$ cat src/design/ring_fifo.sv
/*
 * Circular queue of any payload type, built on two lap-flag pointers
 */

`timescale 1ns/1ps

module ring_fifo #(
  parameter int unsigned Depth = 4,
  parameter type         T     = logic
) (
  input  logic clk_i,
  input  logic rst_ni,
  input  logic push_i,
  input  logic pop_i,
  input  T     data_i,
  output T     data_o,
  output logic empty_o,
  output logic full_o
);

  T                           mem [Depth];
  logic                       enq_flag, deq_flag;
  logic [$clog2(Depth)-1:0]   enq_val, deq_val;
  logic                       do_push, do_pop;

  // Push while full and pop while empty are ignored
  assign do_push = push_i & ~full_o;
  assign do_pop  = pop_i & ~empty_o;

  circ_queue_ptr #(.Entries(Depth)) i_enq_ptr (
    .clk_i  (clk_i),
    .rst_ni (rst_ni),
    .inc_i  (do_push),
    .flag_o (enq_flag),
    .value_o(enq_val)
  );

  circ_queue_ptr #(.Entries(Depth)) i_deq_ptr (
    .clk_i  (clk_i),
    .rst_ni (rst_ni),
    .inc_i  (do_pop),
    .flag_o (deq_flag),
    .value_o(deq_val)
  );

  // Same slot, same lap is empty; same slot, other lap is full
  assign empty_o = (enq_val == deq_val) && (enq_flag == deq_flag);
  assign full_o  = (enq_val == deq_val) && (enq_flag != deq_flag);

  // Storage
  always_ff @(posedge clk_i) begin
    if (do_push) begin
      mem[enq_val] <= data_i;
    end
  end

  assign data_o = mem[deq_val];

endmodule

$ cat src/design/circ_queue_ptr.sv
/*
 * Wrapping queue pointer with a lap flag
 */

`timescale 1ns/1ps

module circ_queue_ptr #(
  parameter  int unsigned Entries = 4,
  localparam int unsigned PtrW    = $clog2(Entries)
) (
  input  logic            clk_i,
  input  logic            rst_ni,
  input  logic            inc_i,
  output logic            flag_o,
  output logic [PtrW-1:0] value_o
);

  // Flag flips on every wrap so equal values can be told apart
  always_ff @(posedge clk_i or negedge rst_ni) begin
    if (!rst_ni) begin
      flag_o  <= 1'b0;
      value_o <= '0;
    end else if (inc_i) begin
      if (value_o == PtrW'(Entries - 1)) begin
        value_o <= '0;
        flag_o  <= ~flag_o;
      end else begin
        value_o <= value_o + 1'b1;
      end
    end
  end

endmodule

$ cat config.mk
export PLATFORM = sky130hd
export DESIGN_NAME = ring_fifo
export DESIGN_NICKNAME = d
export VERILOG_FILES = /design/src/design/ring_fifo.sv /design/src/design/circ_queue_ptr.sv
export SDC_FILE = /design/constraint.sdc
export NUM_CORES = 1
export LEC_CHECK = 0
export BUFFER_PORTS_ARGS = -buffer_cell sky130_fd_sc_hd__buf_2
export CORE_MARGIN = 3
export CORE_UTILIZATION = 35
export CTS_CLUSTER_SIZE = 8
export DETAILED_ROUTE_END_ITERATION = 12
export PLACE_DENSITY = 0.61
export SKIP_LAST_GASP = 1
export SLEW_MARGIN = 20
export SYNTH_ARGS = -nofsm -noshare
export SYNTH_HDL_FRONTEND = slang
export SYNTH_SLANG_ARGS = --single-unit
$ cat constraint.sdc
create_clock -name clk_i -period 2 [get_ports clk_i]
set_clock_uncertainty 0.1 [all_clocks]
set_input_delay 0.2 -clock clk_i [delete_from_list [all_inputs] [get_ports clk_i]]
set_output_delay 0.2 -clock clk_i [all_outputs]
set_load 0.05 [all_outputs]
==> out/summary.md <==
GRT
- 0 — total grt overflow
- 0 — initial antenna violation count
- 10 — pin count of the biggest net entering global routing
- 1960 um — global-route wire length before repair
- 0.108 — aggregate global-route resource usage
- 450 — number of global-route vias before repair

Timing
- 0 — final hold violation count
- 0.383 ns — slew of the pin with the lowest slew margin
- 0.932 — part of the cycle the worst path needs
- 0.744 — Max transition margin
- 0 — Final Max Slew Viols
- 1.86 ns — post-route minimum period
- 0 ns — Post-Route Setup TNS
- 0 — Finish-stage setup viols
- false — unrepaired setup endpoints after global routing
- 0.537 GHz — maximum clock frequency

Cells and area
- 0.428 — final core utilization
- 270 sq um — register area
- sky130_fd_sc_hd__buf_2 — most frequent standard cell in the layout excluding fill and tap cells
- 180 — fill cell count
- 355 sq um — combined area of the multi-input logic cells
- 0 — antenna fix cells
- 7 x sky130_fd_sc_hd__buf_2, 6 x sky130_fd_sc_hd__dfrtp_1, 5 x sky130_fd_sc_hd__inv_1, 5 x sky130_fd_sc_hd__ha_1 — highest-count cells in the layout ignoring fill and taps
- 0.235 — fraction of final layout cells sized beyond drive strength 1
- 79 — count of nets after finishing
- 13.9% — Synth-to-Final Area Change

Die
- 1750 sq um — core footprint
- 0.376 — starting utilization of the core area
- 2430 sq um — area of the die
- 15 — cell row count
- 49.3 um — floorplan die width
- 49.3 um — vertical die dimension
- 8 — number of top-level design ports

Clock network
- 0 — post-CTS setup buffers
- 2 — CTS Buffer Depth
- 0.26 ns — insertion delay of the later-clocked pin in the worst-skew pair
- sky130_fd_sc_hd__clkbuf_4 — clock root buffer
- 10 — count of clock tree sinks
- 1 — H-Tree Level Count
- 0.07 ns — clock-pin slew of the registers on the worst-case setup and hold paths
- built — TritonCTS clock tree
- 3 — Inserted Clock Buffers

Yosys
- compound AO/OA/AOI/OAI gates — dominant combinational cell family by area after synthesis
- 0.118 — XOR/XNOR share of the synthesized area
- 656 sq um — combined area of all synthesized cells
- 0.162 — share of the synthesized area in compound gates (AO/OA/AOI/OAI)
- 24 — distinct cell type count of the synthesized netlist
- 0.412 — sequential element share of the synthesized area
- 0.109 — synthesized-area fraction occupied by and/or/nand/nor cells
- 11.1 sq um — per-instance average area after synthesis
- 0 — warnings from Yosys
- 10 — register bit count reported by yosys
- 0.0344 — multiplexer share of the synthesized area
- 0.0954 — adder-cell area share of the yosys netlist
- 59 — Syn Inst Count
- 69 — net count after synthesis

Hold path
- in -> reg — worst min-delay path class

Critical path
- reg -> out — startpoint-to-endpoint class of the critical path
- xor2_2 -> nand3_2 -> inv_1 -> buf_2 — crit-path cells
- register — kind of start point of the critical path
- 2 — worst path buffer plus inverter count
- 7 — highest net fanout along the worst path
- sky130_fd_sc_hd__dfrtp_1 — slowest library cell on the worst path
- flip-flops — kind of cell with the highest combined delay on the critical path
- 1.56 ns — Data arrival, critical path
- 1.70 ns — data required time at the worst endpoint
- 0.44 ns — peak per-stage delay on the critical path
- output port — capturing element type of the critical path

Routing
- 0 — number of nets still failing antenna checks after routing
- 5.00 — Via-to-Cell Ratio
- 12.1 um — average routed wire per standard cell
- 4 — length of the first detailed-routing pass in iterations
- 491 um — amount of wire on met2 after detailed routing
- 1130 um — routed wire length
- 562 um — detailed-route wire length on metal 1
- 7 — Starting DRT DRC Count
- 56 um — met3 WL post-DR
- met4 — highest signal layer in the routed design
- 0 — number of remaining DRC errors
- 465 — via count

Run
- 0 — number of maximum-capacitance constraint violations

Placement
- 7 — PortBufs
- 889 um — HPWL after detailed placement
- 0.808 — final RePlAce weighted congestion

Outcome
- finished, final reports clean — status

[sequential cells by signal, summed over array words and instances, names as in the netlist]
| name | flops |
|---|---|
| mem | 4 |
| i_deq_ptr.value_o | 2 |
| i_enq_ptr.value_o | 2 |
| i_deq_ptr.flag_o | 1 |
| i_enq_ptr.flag_o | 1 |
[synth_stat cells, drive strengths merged]
cell type  n  area, sq um
buf        3         26.3
o31ai      3         22.5
xnor2      4         35.0
nand2      3         11.3
and3       3         18.8
o221ai     2         17.5
xor2       4         42.6
ha         5         62.6
a21oi      4         20.0
o311ai     1         8.76
a211oi     2         20.0
o21ai      1         5.00
mux4       1         22.5
nor2       1         3.75
a31oi      2         12.5
dfrtp      6          150
edfxtp     4          120
nand2b     2         12.5
nand3      1         10.0
inv        5         18.8
nor3b      2         15.0
[metrics by stage]
stage | area (sq um) | cells | setup WS [ns] | hold slack [ns]
floorplan | 656 | 59 | 0.158 | -0.196
global placement | 696 | 88 | 0.365 | -0.0646
detailed placement | 696 | 88 | 0.356 | -0.0656
CTS | 732 | 93 | 0.0772 | 0.0522
global route | 747 | 93 | 0.0117 | 0.0625
finish | 747 | 93 | 0.136 | 0.0587
[final cells by class]
cell class,count,area share
clock buffer,3,0.0302
tap,25,0.0419
multi-input combinational,41,0.476
sequential,10,0.362
clock inverter,1,0.00503
inverter,5,0.0251
timing repair buffer,8,0.0603
[cells by family (layout without fill, tap and decap cells)]
family,count (synthesis),count (layout)
adders and majority gates,5,5
buffers and inverters,8,17
muxes,1,1
DFF,10,10
AOI/OAI and AO/OA,15,15
xor gates and xnor gates,8,8
and+or+nand+nor,12,12
[path summary, 6_finish.rpt]
check                                                      start                               end  slack, ns  cells past startpoint
worst max register to register  i_enq_ptr.value_o[0]$_DFFE_PN0P_  i_enq_ptr.value_o[1]$_DFFE_PN0P_       0.36                      5
worst min-delay path                                      data_i                  mem[2]$_DFFE_PP_       0.06                      1
worst min register to register      i_enq_ptr.flag_o$_DFFE_PN0P_      i_enq_ptr.flag_o$_DFFE_PN0P_       0.46                      1
worst max-delay path                i_deq_ptr.flag_o$_DFFE_PN0P_                            full_o       0.14                      4
min in group asynchronous                                 rst_ni      i_deq_ptr.flag_o$_DFFE_PN0P_       0.18                      2
max in group asynchronous                                 rst_ni  i_enq_ptr.value_o[1]$_DFFE_PN0P_       1.47                      2
[what timing repair did]
item                                    CTS  global route
gates resized for setup                   0             2
hold buffers                              1             0
hold endpoints to repair                  6             0
endpoints found under the setup margin    0             1
[metal layers]
metal  up-vias  global-route usage
met5         -                   0
met4         0              0.0427
met3         2              0.0459
li1        228                   -
met2         7               0.152
met1       228               0.144
Power is not shown: default switching activity piles up to over one toggle a cycle in this logic, so the estimate is an artifact.
