### config.mk
export PLATFORM = sky130hd
export DESIGN_NAME = seq_store
export DESIGN_NICKNAME = d
export VERILOG_FILES = /design/src/design/mlsu_pkg.sv /design/src/design/seq_store.sv
export VERILOG_INCLUDE_DIRS = /design/src /design/src/design
export SDC_FILE = /design/constraint.sdc
export NUM_CORES = 1
export LEC_CHECK = 0
export ABC_AREA = 1
export BUFFER_PORTS_ARGS = -buffer_cell sky130_fd_sc_hd__buf_2
export CORE_AREA = 4 4 129 131
export DETAILED_ROUTE_END_ITERATION = 12
export DIE_AREA = 0 0 133 135
export MAX_ROUTING_LAYER = met4
export PLACE_DENSITY = 0.67
export SLEW_MARGIN = 20
export SYNTH_ARGS = -nofsm -noshare
export SYNTH_HDL_FRONTEND = slang
export SYNTH_SLANG_ARGS = --single-unit
### constraint.sdc
create_clock -name clk_i -period 4.25 [get_ports clk_i]
set_input_delay 0.425 -clock clk_i [delete_from_list [all_inputs] [get_ports clk_i]]
set_output_delay 0.425 -clock clk_i [all_outputs]
set_load 0.05 [all_outputs]
### src/design/mlsu_macros.svh
/*
 * Sizing constants for the matrix load path: lane count,
 * nibbles per lane beat and the depths of the meta and mask queues
 */

`ifndef MLSU_MACROS_SVH
`define MLSU_MACROS_SVH

// Number of lanes feeding the deshuffle stage
`define MLSU_NR_LANES 4

// Nibbles in one 32-bit lane beat
`define MLSU_LANE_NIBBLES 8

// Pending request records
`define MLSU_INFO_DEPTH 4

// Pending mask records, one per beat
`define MLSU_MASK_DEPTH 4

`endif
### src/design/mlsu_pkg.sv
/*
 * Load path types: element width, lane beat, request meta,
 * mask record, committed beat, store write and the nibble-index rule
 */

`include "mlsu_macros.svh"

package mlsu_pkg;

  localparam int unsigned NrNibbles = `MLSU_NR_LANES * `MLSU_LANE_NIBBLES;

  // Element width, value 3 is illegal
  typedef enum logic [1:0] {
    SEW8  = 2'd0,
    SEW16 = 2'd1,
    SEW32 = 2'd2
  } sew_e;

  // One lane beat
  typedef struct packed {
    logic [`MLSU_LANE_NIBBLES*4-1:0] data;
  } rx_lane_t;

  // Request record
  typedef struct packed {
    logic [3:0] req_id;
    sew_e       sew;
    logic       vm;       // Unmasked request
    logic [3:0] cmt_cnt;  // Beats minus one
  } meta_t;

  // Per-lane nibble masks, lane 0 in the low byte
  typedef struct packed {
    logic [`MLSU_NR_LANES-1:0][`MLSU_LANE_NIBBLES-1:0] bits;
  } mask_t;

  // Beat in sequential order
  typedef struct packed {
    logic [NrNibbles*4-1:0] nb;
    logic [NrNibbles-1:0]   en;
    logic [3:0]             req_id;
    logic                   last;
  } seq_buf_t;

  // Output write record
  typedef struct packed {
    logic [NrNibbles*4-1:0] nb;
    logic [NrNibbles-1:0]   en;
    logic [3:0]             req_id;
    logic [3:0]             beat;
    logic                   last;
  } st_wr_t;

  // Source position of one nibble inside the lane buffers
  typedef struct packed {
    logic [$clog2(`MLSU_NR_LANES)-1:0]     lane;
    logic [$clog2(`MLSU_LANE_NIBBLES)-1:0] off;
  } nib_pos_t;

  // Sequential nibble -> lane and offset, elements dealt round robin over lanes
  function automatic nib_pos_t shf_nibble_idx(input logic [4:0] seq_idx, input sew_e sew);
    int unsigned w;
    int unsigned k;
    int unsigned n;
    nib_pos_t    pos;
    // Element width in nibbles, illegal code treated as SEW8
    case (sew)
      SEW16:   w = 4;
      SEW32:   w = 8;
      default: w = 2;
    endcase
    k = seq_idx / w;
    n = seq_idx % w;
    pos.lane = ($bits(pos.lane))'(k % `MLSU_NR_LANES);
    pos.off  = ($bits(pos.off))'((k / `MLSU_NR_LANES) * w + n);
    return pos;
  endfunction

endpackage

### src/design/seq_store.sv
/*
 * Output register stage, tags each beat with its request id
 * and its beat index within the request
 */

`timescale 1ns/1ps

module seq_store import mlsu_pkg::*; (
  input  logic     clk_i,
  input  logic     rst_ni,

  // Committed beat
  input  logic     in_valid_i,
  output logic     in_ready_o,
  input  seq_buf_t in_i,

  // Store write output
  output logic     st_valid_o,
  input  logic     st_ready_i,
  output st_wr_t   st_o
);

  logic       load;
  logic [3:0] beat_cnt;

  // Accept when empty or being drained this cycle
  assign in_ready_o = !st_valid_o || st_ready_i;
  assign load       = in_valid_i && in_ready_o;

  // ----------------------------------------------------------
  // Control
  // ----------------------------------------------------------
  always_ff @(posedge clk_i or negedge rst_ni) begin
    if (!rst_ni) begin
      st_valid_o <= 1'b0;
      beat_cnt   <= '0;
    end else begin
      if (load) begin
        st_valid_o <= 1'b1;
        // Restart numbering after the last beat
        beat_cnt   <= in_i.last ? 4'd0 : beat_cnt + 1'b1;
      end else if (st_ready_i) begin
        st_valid_o <= 1'b0;
      end
    end
  end

  // ----------------------------------------------------------
  // Payload, held while st_ready_i is low
  // ----------------------------------------------------------
  always_ff @(posedge clk_i) begin
    if (load) begin
      st_o.nb     <= in_i.nb;
      st_o.en     <= in_i.en;
      st_o.req_id <= in_i.req_id;
      st_o.beat   <= beat_cnt;
      st_o.last   <= in_i.last;
    end
  end

endmodule

==> impl_metrics.ini, run 1 <==
[timing]
timing.max_slew.rel_slack_pct = 37.4
min_period_ns = 1.94
finalCritPeriodShare_pct = 45.7
setup_viol = 0
hold_viol = 0
fmax_ghz = 0.515
final_max_slew_viol_count = 0
skew_ns = 0.00646
worstMarginPinSlew_ns = 0.939
rsz0062_at_grt = no
tns_ns = 0

[detailed_routing]
dr.pass1.iters = 4
num_vias = 3241
ant_nets = 0
drc_errors = 0
drt_iter0_drc = 201
routed_wl_mm = 13.4
post_drt_wl_per_cell_um = 16.9
avgViaCountPerCell = 4.10

[cts]
cts_num_sinks = 174
cts_root_buffer = clkbuf_16
path_clk_slew_ns = 0.07
h-tree-depth = 4
clock_latency_ns = 0.41
cts_tree = built
clock_path_buffers = 2
cts_buffers = 17
postCtsHoldBufs = 1
ctsResizeCount = 0
cts_setup_buffers = 0

[power]
combPwrFrac_pct = 13.1
total_power_mw = 4.14
pwr-share-seq_pct = 49.1
power_frac_clock_pct = 37.7
ir_drop_v = 0.000306
internal-power_mw = 3.06
p_switching_mw = 1.08
swShare_pct = 26.1
p_leak_nw = 3.37
powerDensity_nw_per_um2 = 522

[hold_path]
hp-class = in -> reg
min_from = in_i[137]
hold_path_end = st_o[141]
hold_depth = 1

[synth]
syn_area_um2 = 5330
synthCells = 199
yosysTopAreaCell = edfxtp_1
synth_seq_cells = 174
synth_nets = 369
synth.distinct_cells = 14
avgSynthCellArea_um2 = 26.8
yosysWarnings = 0
yosysSeqAreaShare_pct = 97.6
synth_area_leaders = edfxtp_1, dfrtp_1, nand2_1
yosysTopAreaCellShare_pct = 95.2

[global_route]
met3_usage_pct = 5.10
track_usage_pct = 14.7
grt_pass1_wl_mm = 19.2
antenna_found_initial = 3
top_usage_layer = met2
met2_usage_pct = 24.4
met1_usage_pct = 16.5
grt_start_max_net_pins = 169
grt-ovfl-total = 0
grt_pass1_vias = 3436

[cells_and_area]
nets = 729
drive_gt1_share_pct = 65.0
layout.cells.non_filler = 791
nFillCells = 1334
area_growth_pct = 48.8

[place]
dp.cells = 755
port_buffers = 339
gp_congestion = 0.753
hpwl_mm = 10.1

[worst_setup_path]
required_ns = 4.28
arrival_ns = 1.98
reg2reg_to = st_o[75]
worstPathMaxFanout = 168
crit_path_end_kind = register
crit_type = reg -> reg
rr_worst_depth = 2
reg2reg_slack_ns = 2.31
crit_path_start_kind = register
r2r-start = st_valid_o

[floorplan]
initial_core_util_pct = 34.2
die-area_um2 = 18000
io_pins = 340
coreArea_um2 = 15600
rows = 46
die_h_um = 135
die_w_um = 133

[run_status]
status = completed

[job]
max_cap_viol_count = 0
==> placed cells by master (no fill, tap or decap), types with 2 or more instances in the layout <==
| master | instances |
|---|---|
| edfxtp_1 | 169 |
| clkbuf_1 | 3 |
| nor2_1 | 2 |
| nand2_1 | 7 |
| buf_2 | 339 |
| clkinvlp_4 | 2 |
| clkinv_2 | 2 |
| o21ai_1 | 2 |
| diode_2 | 3 |
| nand3_1 | 3 |
| clkbuf_16 | 17 |
| bufinv_16 | 3 |
| dfrtp_1 | 5 |
| inv_6 | 4 |
| inv_1 | 4 |
==> final cells by class <==
type                            count  area, um2  share of cell area [%]
Antenna cell                        3       7.51                  0.0947
Inverter                            5       18.8                   0.237
Clock buffer                       20        437                    5.51
Timing Repair Buffer              341       1730                    21.8
Tap cell                          216        270                    3.41
Clock inverter                     12        159                    2.00
Multi-Input combinational cell     20        111                    1.40
Sequential cell                   174       5200                    65.6
==> power groups by stage <==
stage	Combinational [mW]	Clock [mW]	Sequential, mW
floorplan	0.0477	0	2.39
global placement	0.543	0	2.07
detailed placement	0.549	0	2.07
CTS	0.550	1.61	2.04
global route	0.568	1.70	2.04
finish	0.544	1.56	2.03
==> cell usage after synthesis, drive strengths merged <==
cell	instances
edfxtp	169
nand2	7
dfrtp	5
inv	5
nand3	3
o21ai	3
a21oi	2
nor2	2
ha	1
o21a	1
or2	1
==> sequential cells by signal, summed over array words and instances (netlist names) <==
name,count
beat_cnt,4
st_o,169
st_valid_o,1
==> cell families (layout without fill, tap and decap cells) <==
logic type / after synthesis / in the layout / share of synthesized area, %
other: 0 / 3 / 0
AOI/OAI and AO/OA: 6 / 6 / 0.822
DFF: 174 / 174 / 97.6
adders and majority gates: 1 / 1 / 0.235
buffers and inverters: 5 / 378 / 0.352
and+or+nand+nor: 13 / 13 / 1.03
==> metal layers <==
layer	routed length [um]	vias up	part of all wire [%]
met3	1190	17	8.9
met5	0	-	0
met1	4950	1533	37
li1	-	1513	-
met4	212	0	1.6
met2	7050	178	53
==> how the worst max path moves through the flow <==
stage	end	depth (start not counted)	slack, ns	startpoint
after floorplan	beat_cnt[0]	3	0.23	st_valid_o
after global placement	st_o[40]	4	2.28	st_ready_i
after detailed placement	beat_cnt[0]	6	2.22	st_ready_i
after CTS	beat_cnt[0]	4	2.34	st_valid_o
after global routing	beat_cnt[0]	4	2.21	st_valid_o
final	st_o[75]	2	2.31	st_valid_o
==> critical path: stages, from the launching register on <==
cell,delay (ns)
dfrtp_1,0.42
a21oi_4,0.33
buf_12,0.60
==> per-stage QoR <==
step	utilization, %	setup WS, ns	instance area [um2]	hold slack [ns]
after floorplan	-	0.227	5330	0.129
after global placement	46.9	2.28	7320	0.249
after detailed placement	46.9	2.22	7320	0.254
after CTS	50.8	2.34	7920	0.154
after global routing	50.8	2.21	7930	0.156
final	50.8	2.31	7930	0.183
Note: power is estimated with default switching activity, not from simulation.
==> run 2, diff against run 1 <==
clock period = 1.9 ns   (was 4.25 ns; I/O delays follow)
==> impl_metrics.ini, run 2 <==
[cts]
cts_num_sinks = 174
cts_setup_buffers = 0
ctsResizeCount = 0
postCtsHoldBufs = 158
h-tree-depth = 4
clock_path_buffers = 2
cts_buffers = 17
cts_root_buffer = clkbuf_16

[synth]
synth_common_cells = edfxtp_1, nand2_1, dfrtp_1, inv_1, nand3_1
yosysTopAreaCell = edfxtp_1
synthCells = 199
syn_area_um2 = 5330
ys.flop_type = edfxtp_1
yosysMostFrequentCell = edfxtp_1
yosysWarnings = 0
yosysTopAreaCellShare_pct = 95.2
avgSynthCellArea_um2 = 26.8
yosysSeqAreaShare_pct = 97.6
synth_edf_count = 169
synth.distinct_cells = 14
synth_nets = 369
async_flop_share_pct = 2.87
synth_area_leaders = edfxtp_1, dfrtp_1, nand2_1
synth_seq_cells = 174

[place]
hpwl_mm = 10.1
post-place-ws_ns = 0.463
gp_congestion = 0.783
port_buffers = 339

[run_status]
stop_stage = 4_1_cts
status = stopped before the end
error = [ERROR RSZ-0060] Max buffer count reached.

[floorplan]
rows = 46
die_w_um = 133
die_h_um = 135
initial_core_util_pct = 34.2
io_pins = 340
[run 2: cell families after synthesis]
| group | count (synthesis) | synth area share (%) |
|---|---|---|
| AO/OA/AOI/OAI | 6 | 0.822 |
| buffers and inverters | 5 | 0.352 |
| adder cells (fa/ha/maj) | 1 | 0.235 |
| flip-flops | 174 | 97.6 |
| AND/OR/NAND/NOR | 13 | 1.03 |
[run 2: stage by stage]
stage / std cells / instance area [um2]
2_1_floorplan: 199 / 5330
3_3_place_gp: 756 / 7340
3_5_place_dp: 756 / 7340
==> run 3, diff against run 2 <==
CORE_AREA = 4 4 132 134   (was 4 4 129 131)
DIE_AREA = 0 0 136 138   (was 0 0 133 135)
MAX_ROUTING_LAYER = default   (was met4)
PLACE_DENSITY = default   (was 0.67)
PLACE_DENSITY_LB_ADDON = 0.15   (was default)
==> impl_metrics.ini, run 3 <==
[place]
port_buffers = 339
post-place-ws_ns = 0.417
gp_congestion = 0.725
hpwl_mm = 10.6
dpl_cell_area_um2 = 7350

[synth]
synth_common_cells = edfxtp_1, nand2_1, dfrtp_1, inv_1, nand3_1
yosysTopAreaCellShare_pct = 95.2
yosysWarnings = 0
synth_seq_cells = 174
yosysTopAreaCell = edfxtp_1
avgSynthCellArea_um2 = 26.8
synth.distinct_cells = 14
yosysSeqAreaShare_pct = 97.6
yosysMostFrequentCell = edfxtp_1
ys.flop_type = edfxtp_1
syn_area_um2 = 5330
synthCells = 199
synth_nets = 369
synth_edf_count = 169
synth_area_leaders = edfxtp_1, dfrtp_1, nand2_1
async_flop_share_pct = 2.87

[cts]
cts_root_buffer = clkbuf_16
h-tree-depth = 4
postCtsHoldBufs = 159
cts_buffers = 17
ctsResizeCount = 0
cts_num_sinks = 174
cts_setup_buffers = 0
clock_path_buffers = 2

[floorplan]
rows = 47
io_pins = 340
initial_core_util_pct = 32.7
die_h_um = 138
die_w_um = 136

[run_status]
error = [ERROR RSZ-0060] Max buffer count reached.
status = stopped before the end
stop_stage = 4_1_cts
## run 3: cells by family after synthesis
kind of cell	count (synthesis)	synth area share (%)
AOI/OAI and AO/OA	6	0.822
adders and majority gates	1	0.235
DFF	174	97.6
buffers and inverters	5	0.352
and+or+nand+nor	13	1.03
## run 3: metrics by stage
stage | instances | TNS [ns]
2_1_floorplan | 199 | -354.04
3_3_place_gp | 761 | 0
3_5_place_dp | 761 | 0
